--- src/holy_pkg.sv ---
// ####################
// Shared widths, opcodes and decode selects of the single-cycle RV32I core
// No CSR, trap or FENCE encodings are defined here
// ####################
package holy_pkg;

    localparam int xlen = 32;

    typedef logic [xlen-1:0] word_t;
    typedef logic [4:0]      reg_addr_t;
    typedef logic [3:0]      byte_en_t;
    typedef logic [2:0]      funct3_t;

    // Major opcodes of the supported subset
    localparam logic [6:0] op_lui    = 7'b0110111;
    localparam logic [6:0] op_auipc  = 7'b0010111;
    localparam logic [6:0] op_jal    = 7'b1101111;
    localparam logic [6:0] op_jalr   = 7'b1100111;
    localparam logic [6:0] op_branch = 7'b1100011;
    localparam logic [6:0] op_load   = 7'b0000011;
    localparam logic [6:0] op_store  = 7'b0100011;
    localparam logic [6:0] op_imm    = 7'b0010011;
    localparam logic [6:0] op_reg    = 7'b0110011;

    localparam word_t reset_pc = '0;

    typedef enum logic [2:0] {
        imm_i,
        imm_s,
        imm_b,
        imm_u,
        imm_j
    } imm_src_e;

    // LUI goes through the ALU as a pass of operand b
    typedef enum logic [3:0] {
        alu_add,
        alu_sub,
        alu_and,
        alu_or,
        alu_xor,
        alu_slt,
        alu_sltu,
        alu_sll,
        alu_srl,
        alu_sra,
        alu_pass_b
    } alu_op_e;

    typedef enum logic {alu_src_reg, alu_src_imm} alu_src_e;
    typedef enum logic {add2_pc, add2_rs1} add2_src_e;
    typedef enum logic [1:0] {wb_alu, wb_mem, wb_pc4, wb_add2} wb_src_e;
    typedef enum logic {pc_plus4, pc_add2} pc_src_e;

endpackage
--- src/holy_core_top.sv ---
// ####################
// Both memory ports need combinational reads. i_stall holds all state
// ####################
module holy_core_top (
    input  logic                clk,
    input  logic                rst_n,
    input  logic                i_stall,
    output holy_pkg::word_t     o_imem_addr,
    input  holy_pkg::word_t     i_imem_data,
    output holy_pkg::word_t     o_dmem_addr,
    output holy_pkg::word_t     o_dmem_wdata,
    output holy_pkg::byte_en_t  o_dmem_be,
    output logic                o_dmem_we,
    input  holy_pkg::word_t     i_dmem_rdata
);

    holy_pkg::word_t     pc;
    holy_pkg::word_t     pc_plus4;
    holy_pkg::reg_addr_t rs1;
    holy_pkg::reg_addr_t rs2;
    holy_pkg::reg_addr_t rd;
    holy_pkg::funct3_t   funct3;
    holy_pkg::word_t     imm;
    holy_pkg::alu_op_e   alu_op;
    holy_pkg::alu_src_e  alu_src;
    holy_pkg::add2_src_e add2_src;
    holy_pkg::wb_src_e   wb_src;
    holy_pkg::pc_src_e   pc_src;
    logic                reg_write;
    logic                mem_write;
    logic                is_branch;
    holy_pkg::word_t     rdata1;
    holy_pkg::word_t     rdata2;
    holy_pkg::word_t     alu_result;
    holy_pkg::word_t     add2_result;
    logic                branch_taken;
    holy_pkg::word_t     wb_data;
    logic                wb_valid;
    logic                rf_we;

    assign o_imem_addr = pc;
    assign o_dmem_addr = alu_result;
    assign rf_we       = reg_write && wb_valid && !i_stall;

    fetch_stage u_fetch (
        .clk(clk), .rst_n(rst_n), .i_stall(i_stall), .i_pc_src(pc_src),
        .i_target(add2_result), .o_pc(pc), .o_pc_plus4(pc_plus4)
    );

    // The data port has no read strobe, so mem_read stays open
    decode_stage u_decode (
        .i_instr(i_imem_data), .i_branch_taken(branch_taken),
        .o_rs1(rs1), .o_rs2(rs2), .o_rd(rd), .o_funct3(funct3), .o_imm(imm),
        .o_alu_op(alu_op), .o_alu_src(alu_src), .o_add2_src(add2_src),
        .o_wb_src(wb_src), .o_pc_src(pc_src), .o_reg_write(reg_write),
        .o_mem_write(mem_write), .o_mem_read(), .o_is_branch(is_branch)
    );

    regfile u_regfile (
        .clk(clk), .rst_n(rst_n), .i_rs1(rs1), .i_rs2(rs2), .i_rd(rd),
        .i_we(rf_we), .i_wdata(wb_data), .o_rdata1(rdata1), .o_rdata2(rdata2)
    );

    execute_stage u_execute (
        .i_pc(pc), .i_rdata1(rdata1), .i_rdata2(rdata2), .i_imm(imm),
        .i_alu_op(alu_op), .i_alu_src(alu_src), .i_add2_src(add2_src),
        .i_is_branch(is_branch), .i_funct3(funct3), .o_alu_result(alu_result),
        .o_add2_result(add2_result), .o_branch_taken(branch_taken)
    );

    memory_stage u_memory (
        .i_stall(i_stall), .i_mem_write(mem_write), .i_funct3(funct3),
        .i_addr(alu_result), .i_store_data(rdata2), .i_dmem_rdata(i_dmem_rdata),
        .i_wb_src(wb_src), .i_alu_result(alu_result), .i_pc_plus4(pc_plus4),
        .i_add2_result(add2_result), .o_dmem_wdata(o_dmem_wdata),
        .o_dmem_be(o_dmem_be), .o_dmem_we(o_dmem_we), .o_wb_data(wb_data),
        .o_wb_valid(wb_valid)
    );

endmodule

--- src/memory_stage.sv ---
// ####################
// Misaligned accesses raise nothing and address bits 1:0 only pick the lanes
// ####################
module memory_stage (
    input  logic                i_stall,
    input  logic                i_mem_write,
    input  holy_pkg::funct3_t   i_funct3,
    input  holy_pkg::word_t     i_addr,
    input  holy_pkg::word_t     i_store_data,
    input  holy_pkg::word_t     i_dmem_rdata,
    input  holy_pkg::wb_src_e   i_wb_src,
    input  holy_pkg::word_t     i_alu_result,
    input  holy_pkg::word_t     i_pc_plus4,
    input  holy_pkg::word_t     i_add2_result,
    output holy_pkg::word_t     o_dmem_wdata,
    output holy_pkg::byte_en_t  o_dmem_be,
    output logic                o_dmem_we,
    output holy_pkg::word_t     o_wb_data,
    output logic                o_wb_valid
);

    logic [7:0]      ld_byte;
    logic [15:0]     ld_half;
    holy_pkg::word_t load_data;
    logic            load_valid;

    assign o_dmem_we = i_mem_write && !i_stall;

    // Store data is replicated so every lane carries the value
    always_comb begin
        case (i_funct3[1:0])
            2'b00: begin
                o_dmem_wdata = {4{i_store_data[7:0]}};
                o_dmem_be    = 4'b0001 << i_addr[1:0];
            end
            2'b01: begin
                o_dmem_wdata = {2{i_store_data[15:0]}};
                o_dmem_be    = i_addr[1] ? 4'b1100 : 4'b0011;
            end
            2'b10: begin
                o_dmem_wdata = i_store_data;
                o_dmem_be    = 4'b1111;
            end
            default: begin
                o_dmem_wdata = i_store_data;
                o_dmem_be    = 4'b0000;
            end
        endcase
    end

    always_comb begin
        case (i_addr[1:0])
            2'd0:    ld_byte = i_dmem_rdata[7:0];
            2'd1:    ld_byte = i_dmem_rdata[15:8];
            2'd2:    ld_byte = i_dmem_rdata[23:16];
            default: ld_byte = i_dmem_rdata[31:24];
        endcase
        ld_half    = i_addr[1] ? i_dmem_rdata[31:16] : i_dmem_rdata[15:0];
        load_valid = 1'b1;
        case (i_funct3)
            3'b000: load_data = {{24{ld_byte[7]}}, ld_byte};
            3'b001: load_data = {{16{ld_half[15]}}, ld_half};
            3'b010: load_data = i_dmem_rdata;
            3'b100: load_data = {24'b0, ld_byte};
            3'b101: load_data = {16'b0, ld_half};
            default: begin
                // Unknown load width blocks the register write
                load_data  = i_dmem_rdata;
                load_valid = 1'b0;
            end
        endcase
    end

    always_comb begin
        o_wb_valid = 1'b1;
        case (i_wb_src)
            holy_pkg::wb_mem: begin
                o_wb_data  = load_data;
                o_wb_valid = load_valid;
            end
            holy_pkg::wb_pc4:  o_wb_data = i_pc_plus4;
            holy_pkg::wb_add2: o_wb_data = i_add2_result;
            default:           o_wb_data = i_alu_result;
        endcase
    end

endmodule

--- src/execute_stage.sv ---
// ####################
// ALU, second adder and branch compare. Shifts use operand b bits 4:0
// ####################
module execute_stage (
    input  holy_pkg::word_t     i_pc,
    input  holy_pkg::word_t     i_rdata1,
    input  holy_pkg::word_t     i_rdata2,
    input  holy_pkg::word_t     i_imm,
    input  holy_pkg::alu_op_e   i_alu_op,
    input  holy_pkg::alu_src_e  i_alu_src,
    input  holy_pkg::add2_src_e i_add2_src,
    input  logic                i_is_branch,
    input  holy_pkg::funct3_t   i_funct3,
    output holy_pkg::word_t     o_alu_result,
    output holy_pkg::word_t     o_add2_result,
    output logic                o_branch_taken
);

    holy_pkg::word_t alu_b;
    holy_pkg::word_t add2_base;
    holy_pkg::word_t add2_sum;
    logic            cond;

    assign alu_b = (i_alu_src == holy_pkg::alu_src_imm) ? i_imm : i_rdata2;

    always_comb begin
        case (i_alu_op)
            holy_pkg::alu_sub:    o_alu_result = i_rdata1 - alu_b;
            holy_pkg::alu_and:    o_alu_result = i_rdata1 & alu_b;
            holy_pkg::alu_or:     o_alu_result = i_rdata1 | alu_b;
            holy_pkg::alu_xor:    o_alu_result = i_rdata1 ^ alu_b;
            holy_pkg::alu_slt:    o_alu_result = {{(holy_pkg::xlen-1){1'b0}},
                                                  $signed(i_rdata1) < $signed(alu_b)};
            holy_pkg::alu_sltu:   o_alu_result = {{(holy_pkg::xlen-1){1'b0}},
                                                  i_rdata1 < alu_b};
            holy_pkg::alu_sll:    o_alu_result = i_rdata1 << alu_b[4:0];
            holy_pkg::alu_srl:    o_alu_result = i_rdata1 >> alu_b[4:0];
            holy_pkg::alu_sra:    o_alu_result = $signed(i_rdata1) >>> alu_b[4:0];
            holy_pkg::alu_pass_b: o_alu_result = alu_b;
            default:              o_alu_result = i_rdata1 + alu_b;
        endcase
    end

    // Second adder for branch, jump and AUIPC targets
    assign add2_base = (i_add2_src == holy_pkg::add2_rs1) ? i_rdata1 : i_pc;
    assign add2_sum  = add2_base + i_imm;

    // Only JALR uses the rs1 base and it clears bit 0
    assign o_add2_result = (i_add2_src == holy_pkg::add2_rs1) ?
                           {add2_sum[holy_pkg::xlen-1:1], 1'b0} : add2_sum;

    always_comb begin
        case (i_funct3)
            3'b000:  cond = (i_rdata1 == i_rdata2);
            3'b001:  cond = (i_rdata1 != i_rdata2);
            3'b100:  cond = ($signed(i_rdata1) < $signed(i_rdata2));
            3'b101:  cond = ($signed(i_rdata1) >= $signed(i_rdata2));
            3'b110:  cond = (i_rdata1 < i_rdata2);
            3'b111:  cond = (i_rdata1 >= i_rdata2);
            default: cond = 1'b0;
        endcase
    end

    assign o_branch_taken = i_is_branch && cond;

endmodule

--- src/regfile.sv ---
// ####################
// x0 reads zero since its writes are dropped and reset clears it
// ####################
module regfile (
    input  logic                clk,
    input  logic                rst_n,
    input  holy_pkg::reg_addr_t i_rs1,
    input  holy_pkg::reg_addr_t i_rs2,
    input  holy_pkg::reg_addr_t i_rd,
    input  logic                i_we,
    input  holy_pkg::word_t     i_wdata,
    output holy_pkg::word_t     o_rdata1,
    output holy_pkg::word_t     o_rdata2
);

    holy_pkg::word_t regs [2**$bits(holy_pkg::reg_addr_t)];

    // Asynchronous reads for the single-cycle datapath
    assign o_rdata1 = regs[i_rs1];
    assign o_rdata2 = regs[i_rs2];

    always_ff @(posedge clk) begin
        if (!rst_n) begin
            for (int i = 0; i < $size(regs); i++) begin
                regs[i] <= '0;
            end
        end else if (i_we && (i_rd != '0)) begin
            regs[i_rd] <= i_wdata;
        end
    end

endmodule

--- src/decode_stage.sv ---
// ####################
// FENCE, ECALL and EBREAK are treated as unknown opcodes
// Unknown opcodes write nothing and continue at PC+4
// ####################
module decode_stage (
    input  holy_pkg::word_t     i_instr,
    input  logic                i_branch_taken,
    output holy_pkg::reg_addr_t o_rs1,
    output holy_pkg::reg_addr_t o_rs2,
    output holy_pkg::reg_addr_t o_rd,
    output holy_pkg::funct3_t   o_funct3,
    output holy_pkg::word_t     o_imm,
    output holy_pkg::alu_op_e   o_alu_op,
    output holy_pkg::alu_src_e  o_alu_src,
    output holy_pkg::add2_src_e o_add2_src,
    output holy_pkg::wb_src_e   o_wb_src,
    output holy_pkg::pc_src_e   o_pc_src,
    output logic                o_reg_write,
    output logic                o_mem_write,
    output logic                o_mem_read,
    output logic                o_is_branch
);

    logic [6:0]         opcode;
    logic [6:0]         funct7;
    logic               is_jump;
    holy_pkg::imm_src_e imm_src;

    // Shared by the OP and OP-IMM groups, alt is instruction bit 30
    function automatic holy_pkg::alu_op_e arith_op(input holy_pkg::funct3_t f3,
                                                   input logic alt);
        holy_pkg::alu_op_e op;
        case (f3)
            3'b000:  op = alt ? holy_pkg::alu_sub : holy_pkg::alu_add;
            3'b001:  op = holy_pkg::alu_sll;
            3'b010:  op = holy_pkg::alu_slt;
            3'b011:  op = holy_pkg::alu_sltu;
            3'b100:  op = holy_pkg::alu_xor;
            3'b101:  op = alt ? holy_pkg::alu_sra : holy_pkg::alu_srl;
            3'b110:  op = holy_pkg::alu_or;
            default: op = holy_pkg::alu_and;
        endcase
        return op;
    endfunction

    assign opcode   = i_instr[6:0];
    assign funct7   = i_instr[31:25];
    assign o_rd     = i_instr[11:7];
    assign o_funct3 = i_instr[14:12];
    assign o_rs1    = i_instr[19:15];
    assign o_rs2    = i_instr[24:20];

    always_comb begin
        imm_src     = holy_pkg::imm_i;
        o_alu_op    = holy_pkg::alu_add;
        o_alu_src   = holy_pkg::alu_src_reg;
        o_add2_src  = holy_pkg::add2_pc;
        o_wb_src    = holy_pkg::wb_alu;
        o_reg_write = 1'b0;
        o_mem_write = 1'b0;
        o_mem_read  = 1'b0;
        o_is_branch = 1'b0;
        is_jump     = 1'b0;
        case (opcode)
            holy_pkg::op_lui: begin
                imm_src     = holy_pkg::imm_u;
                o_alu_op    = holy_pkg::alu_pass_b;
                o_alu_src   = holy_pkg::alu_src_imm;
                o_reg_write = 1'b1;
            end
            holy_pkg::op_auipc: begin
                imm_src     = holy_pkg::imm_u;
                o_wb_src    = holy_pkg::wb_add2;
                o_reg_write = 1'b1;
            end
            holy_pkg::op_jal: begin
                imm_src     = holy_pkg::imm_j;
                o_wb_src    = holy_pkg::wb_pc4;
                o_reg_write = 1'b1;
                is_jump     = 1'b1;
            end
            holy_pkg::op_jalr: begin
                o_add2_src  = holy_pkg::add2_rs1;
                o_wb_src    = holy_pkg::wb_pc4;
                o_reg_write = 1'b1;
                is_jump     = 1'b1;
            end
            holy_pkg::op_branch: begin
                imm_src     = holy_pkg::imm_b;
                o_is_branch = 1'b1;
            end
            holy_pkg::op_load: begin
                o_alu_src   = holy_pkg::alu_src_imm;
                o_wb_src    = holy_pkg::wb_mem;
                o_reg_write = 1'b1;
                o_mem_read  = 1'b1;
            end
            holy_pkg::op_store: begin
                imm_src     = holy_pkg::imm_s;
                o_alu_src   = holy_pkg::alu_src_imm;
                o_mem_write = 1'b1;
            end
            holy_pkg::op_imm: begin
                // ADDI has no subtract form, bit 30 only selects SRAI
                o_alu_op    = arith_op(o_funct3, (o_funct3 == 3'b101) && funct7[5]);
                o_alu_src   = holy_pkg::alu_src_imm;
                o_reg_write = 1'b1;
            end
            holy_pkg::op_reg: begin
                o_alu_op    = arith_op(o_funct3, funct7[5]);
                o_reg_write = 1'b1;
            end
            default: ;
        endcase
    end

    always_comb begin
        case (imm_src)
            holy_pkg::imm_s: o_imm = {{20{i_instr[31]}}, i_instr[31:25], i_instr[11:7]};
            holy_pkg::imm_b: o_imm = {{19{i_instr[31]}}, i_instr[31], i_instr[7],
                                      i_instr[30:25], i_instr[11:8], 1'b0};
            holy_pkg::imm_u: o_imm = {i_instr[31:12], 12'b0};
            holy_pkg::imm_j: o_imm = {{11{i_instr[31]}}, i_instr[31], i_instr[19:12],
                                      i_instr[20], i_instr[30:21], 1'b0};
            default:         o_imm = {{20{i_instr[31]}}, i_instr[31:20]};
        endcase
    end

    // Branch outcome comes back from execute
    assign o_pc_src = (is_jump || (o_is_branch && i_branch_taken)) ?
                      holy_pkg::pc_add2 : holy_pkg::pc_plus4;

endmodule

--- src/fetch_stage.sv ---
// ####################
// PC register. Targets are taken as given and never checked for alignment
// ####################
module fetch_stage (
    input  logic                clk,
    input  logic                rst_n,
    input  logic                i_stall,
    input  holy_pkg::pc_src_e   i_pc_src,
    input  holy_pkg::word_t     i_target,
    output holy_pkg::word_t     o_pc,
    output holy_pkg::word_t     o_pc_plus4
);

    holy_pkg::word_t pc_next;

    assign o_pc_plus4 = o_pc + holy_pkg::word_t'(4);
    assign pc_next    = (i_pc_src == holy_pkg::pc_add2) ? i_target : o_pc_plus4;

    // A stalled edge presents the same instruction again
    always_ff @(posedge clk) begin
        if (!rst_n) begin
            o_pc <= holy_pkg::reset_pc;
        end else if (!i_stall) begin
            o_pc <= pc_next;
        end
    end

endmodule

--- config.mk ---
export PLATFORM = sky130hd
export DESIGN_NAME = holy_core_top
export DESIGN_NICKNAME = d
export VERILOG_FILES = /design/src/holy_pkg.sv /design/src/holy_core_top.sv /design/src/memory_stage.sv /design/src/execute_stage.sv /design/src/regfile.sv /design/src/decode_stage.sv /design/src/fetch_stage.sv
export SDC_FILE = /design/constraint.sdc
export NUM_CORES = 2
export LEC_CHECK = 0
export BUFFER_PORTS_ARGS = -buffer_cell sky130_fd_sc_hd__buf_4
export CORE_MARGIN = 10
export CORE_UTILIZATION = 30
export CTS_CLUSTER_DIAMETER = 30
export CTS_CLUSTER_SIZE = 25
export DETAILED_ROUTE_END_ITERATION = 8
export SLEW_MARGIN = 5
export SYNTH_ARGS = -nofsm -noshare
export SYNTH_HDL_FRONTEND = slang
export SYNTH_SLANG_ARGS = --single-unit
--- constraint.sdc ---
create_clock -name clk -period 7.6 [get_ports clk]
set_input_delay 0.38 -clock clk [delete_from_list [all_inputs] [get_ports clk]]
set_output_delay 0.38 -clock clk [all_outputs]
set_load 0.005 [all_outputs]
==> Implementation_results.wiki <==
{| class="wikitable"
! Metric !! Value
|-
| Result of the run || complete, no violations
|-
| Critical path data arrival time || 7.04 ns
|-
| CTS H-tree depth || 5
|-
| Net count after synthesis || 7992
|-
| Slew margin rel. || between 6 and 7%
|-
| DIE WIDTH || ~500 um
|-
| Source-to-sink clock delay at the later pin of the worst-skew pair || 0.94 ns
|-
| Count of mapped cells out of synthesis || approximately 7800
|-
| Flip-flop cell with the highest count after synthesis || sky130_fd_sc_hd__dfxtp_1
|-
| Top cell type by total area after synthesis || sky130_fd_sc_hd__dfxtp_1
|-
| Final Max Slew Viols || 0
|-
| Async set-reset flop share out of synthesis || 0%
|-
| Number of buffers inserted during clock tree synthesis || 280
|-
| Cell at the root of the clock tree || sky130_fd_sc_hd__clkbuf_16
|-
| Clock transition at path regs || around 0.050 ns
|-
| Switching share of power || about 28%
|-
| Power Dens Cells || about 240 nW/um2
|-
| Final antenna-violating net count || 0
|-
| Total negative slack || 0 ns
|-
| Area growth from synthesis to layout || 22.32%
|-
| Clock tree from TritonCTS || yes
|-
| Crit path required time || slightly above 7 ns
|-
| Count of different cell masters after synthesis || between 100 and 150
|-
| Number of buffers inserted to repair setup after CTS || 0
|-
| Ratio of cells with drive above 1 in the final layout || 25.17%
|-
| Number of cells on the worst hold path || 3
|-
| Setup violators final || 0
|-
| Critical Path Fanout Max || 6
|-
| Top Ports || between 150 and 200
|-
| Starting density of the core || between 30% and 40%
|-
| Flop pwr share || ~27%
|-
| Ranking of synthesized cells by instance count || sky130_fd_sc_hd__dfxtp_1, sky130_fd_sc_hd__nand3_1, sky130_fd_sc_hd__o21ai_0, sky130_fd_sc_hd__clkbuf_1, sky130_fd_sc_hd__mux4_2
|-
| Most frequent cell after synthesis || sky130_fd_sc_hd__dfxtp_1
|-
| Crit. End Element || output pin
|-
| Startpoint-to-endpoint class of the critical path || flop to output pin
|-
| Total net switching power || 0.005780 W
|-
| Total wire length after detailed routing || between 300000 and 400000 um
|-
| Count of fill cells added during filler insertion || 23080
|-
| Proportion of netlist area held by the largest area contributor || approximately 30%
|-
| Vias post-DR || 72860
|-
| Final design utilization || 36.99%
|-
| Tmin final || roughly 7.4 ns
|-
| Clock network fraction of design power || 57.8%
|-
| Detailed-route wire length per cell || ~33 um
|-
| Maximum count of clock buffers along a single path || 4
|-
| Leading post-synthesis cells by cell area || sky130_fd_sc_hd__dfxtp_1, sky130_fd_sc_hd__mux4_2, sky130_fd_sc_hd__nand3_1
|-
| Cell count of the worst reg-to-reg path || 24
|-
| Worst-case vdd ir drop || around 0.27 mV
|-
| Remaining routing DRC violations || 0
|-
| Hold WC Path Type || primary input to flop
|-
| Row count || between 150 and 200
|-
| Final instance count without filler cells || approximately 11000
|-
| Part of the Yosys area used for sequential elements || about 30%
|-
| Syn Area/Cell || 9.087 um2
|-
| Die Span Y || 504.8 um
|-
| Clock skew after layout || 0.09216 ns
|-
| Worst slew pin tran || 1.390 ns
|-
| Overflow after GRT || 0
|-
| EDFF count, synth || 0
|-
| Minimum setup slack among reg-to-reg paths || 0.65 ns
|-
| Port Buffers || between 150 and 200
|-
| Detailed-router iteration count before antenna repair || 9
|-
| Worst reg2reg path startpoint || u_regfile.regs[551]
|-
| Pin count of the biggest net entering global routing || about 230
|-
| Vias per cell || 6.491
|-
| Number of synthesis warnings || 0
|-
| Wire length of the first global-routing pass || 522300 um
|-
| Number of storage elements in the synthesis netlist || around 1100
|-
| Leakage || roughly 32 nW
|-
| Core Footprint || roughly 230000 um2
|-
| Drt initial violations || around 11000
|-
| Period utilization || a little over nine tenths
|-
| Final hold slack || between 0.08 and 0.09 ns
|-
| Worst r2r dst || u_regfile.regs[46]
|-
| Critical hold path startpoint || i_stall
|-
| Maxcap violations || 0
|-
| Number of antenna violations at the first check in global routing || 35
|-
| Final weighted congestion in routability-driven placement || 1.049
|-
| Setup repair after global routing missed its margin || no
|-
| Nets || a little over 8000
|-
| Die outline area || approximately 250000 um2
|-
| Fraction of power consumed by combinational cells || between 15 and 20%
|-
| Worst setup SP type || flop
|-
| Max Clock Freq || approximately 130 MHz
|-
| Number of placed instances, taps included || around 11000
|-
| Hold Violations, Final || 0
|-
| Count of clock tree sinks || between 1000 and 1500
|-
| Synthesized cell area || a little over 70000 um2
|-
| Placed wire-length estimate || approximately 250000 um
|-
| Internal power consumption || 0.01485 W
|-
| Overall global routing resource usage || about 28%
|-
| Worst-case hold path end point || u_fetch.o_pc[16]
|-
| Vias in the first global route || 69600
|}
power by group through the flow:
| stage | sequential [W] | clock (W) | combinational (W) |
|---|---|---|---|
| 5_1_grt | 0.00557 | 0.0123 | 0.00320 |
| 3_3_place_gp | 0.00567 | 0 | 0.00300 |
| 2_1_floorplan | 0.00567 | 0 | 0.00173 |
| 6_report | 0.00557 | 0.0119 | 0.00313 |
| 4_1_cts | 0.00557 | 0.0119 | 0.00301 |
| 3_5_place_dp | 0.00567 | 0 | 0.00300 |
placed cells by master, fill, tap and decap left out, types with 94 or more instances in the layout:
| cell type | n |
|---|---|
| sky130_fd_sc_hd__clkbuf_16 | 288 |
| sky130_fd_sc_hd__o21ai_0 | 683 |
| sky130_fd_sc_hd__a21oi_1 | 311 |
| sky130_fd_sc_hd__a211oi_1 | 151 |
| sky130_fd_sc_hd__buf_4 | 596 |
| sky130_fd_sc_hd__ha_1 | 161 |
| sky130_fd_sc_hd__nor2_1 | 348 |
| sky130_fd_sc_hd__nand2_1 | 420 |
| sky130_fd_sc_hd__a31oi_1 | 153 |
| sky130_fd_sc_hd__mux2i_1 | 399 |
| sky130_fd_sc_hd__o31ai_2 | 270 |
| sky130_fd_sc_hd__nand3_1 | 866 |
| sky130_fd_sc_hd__inv_1 | 147 |
| sky130_fd_sc_hd__o21ai_1 | 94 |
| sky130_fd_sc_hd__dfxtp_1 | 1056 |
| sky130_fd_sc_hd__a22oi_1 | 168 |
| sky130_fd_sc_hd__mux4_2 | 439 |
per-stage QoR:
stage	total power, W	area (um2)	setup WS (ns)
final	0.02063	86270	0.1815
after detailed placement	0.008668	76750	0.01057
after global placement	0.008672	76750	0.06895
after floorplan	0.007393	70520	0.1280
after global routing	0.02105	86230	0.09806
after CTS	0.02053	86200	0.1088
sequential cells by signal, summed over array words and instances (netlist names):
register,count
u_fetch.o_pc,32
u_regfile.regs,1024
how the worst max path moves through the flow:
stage               cells past startpoint                 from             endpoint  slack [ns]
global placement                       25      i_imem_data[20]  u_regfile.regs[798]        0.07
floorplan                              29      i_imem_data[20]  u_regfile.regs[739]        0.13
global route                           24  u_regfile.regs[551]         o_dmem_be[3]         0.1
detailed placement                     25      i_imem_data[21]  u_regfile.regs[414]        0.01
CTS                                    23  u_regfile.regs[519]      o_dmem_addr[30]        0.11
finish                                 24  u_regfile.regs[551]         o_dmem_be[1]        0.18
layout make-up:
class                   instances  area [um2]  area share (%)
repair buffers                673        5972           6.923
well taps                    3132        3919           4.543
clock buffers                 361        7851           9.101
diodes                         22       55.05         0.06382
inverters                     162       610.6          0.7078
multi-input cells            5697       45140           52.32
flip-flops and latches       1056       21140           24.51
clock inverters               121        1583           1.835
layer usage:
layer / up-vias / global-route usage, % / part of all wire (%)
met5: - / 0 / 0.043
met4: 20 / 22.08 / 9.6
met3: 1611 / 8.964 / 12
met2: 5751 / 40.82 / 42
met1: 35610 / 32.78 / 36
li1: 29860 / - / -
timing repair:
action,in CTS,in global routing
resized for setup,1,2
pin swaps,0,0
endpoints found under the hold margin,28,0
hold buffers,1,0
endpoints found under the setup margin,1,2
critical path: stages (launching register included):
cell and delay (ns):
sky130_fd_sc_hd__dfxtp_1 0.33, sky130_fd_sc_hd__mux4_2 0.47, sky130_fd_sc_hd__mux4_2 0.48, sky130_fd_sc_hd__nand2_1 0.12
sky130_fd_sc_hd__and2_1 0.38, sky130_fd_sc_hd__nor2_1 0.08, sky130_fd_sc_hd__a21oi_1 0.25, sky130_fd_sc_hd__ha_1 0.19
sky130_fd_sc_hd__and3_1 0.24, sky130_fd_sc_hd__and2_1 0.17, sky130_fd_sc_hd__nand2_1 0.07, sky130_fd_sc_hd__o21ai_0 0.64
sky130_fd_sc_hd__a21o_1 0.31, sky130_fd_sc_hd__nand3_1 0.28, sky130_fd_sc_hd__a31oi_1 0.35, sky130_fd_sc_hd__buf_4 0.19
sky130_fd_sc_hd__nor2_1 0.05, sky130_fd_sc_hd__nor4_2 0.52, sky130_fd_sc_hd__buf_4 0.22, sky130_fd_sc_hd__or2_1 0.12
sky130_fd_sc_hd__buf_4 0.16, sky130_fd_sc_hd__nand2_1 0.08, sky130_fd_sc_hd__a21oi_1 0.16, sky130_fd_sc_hd__nor2_1 0.09
sky130_fd_sc_hd__buf_4 0.18
cells by family (layout without fill, tap and decap cells):
group	after synthesis	after routing	share of synthesized area (%)
AO/OA/AOI/OAI	2467	2467	24.89
XOR/XNOR	82	82	1.018
adder cells (fa/ha/maj)	164	164	2.942
buffers and inverters	1008	1317	6.612
flip-flops	1056	1056	29.98
multiplexers	860	860	20.04
other	0	22	0
AND/OR/NAND/NOR	2124	2124	14.52
Note: power is estimated with default switching activity, not from simulation.
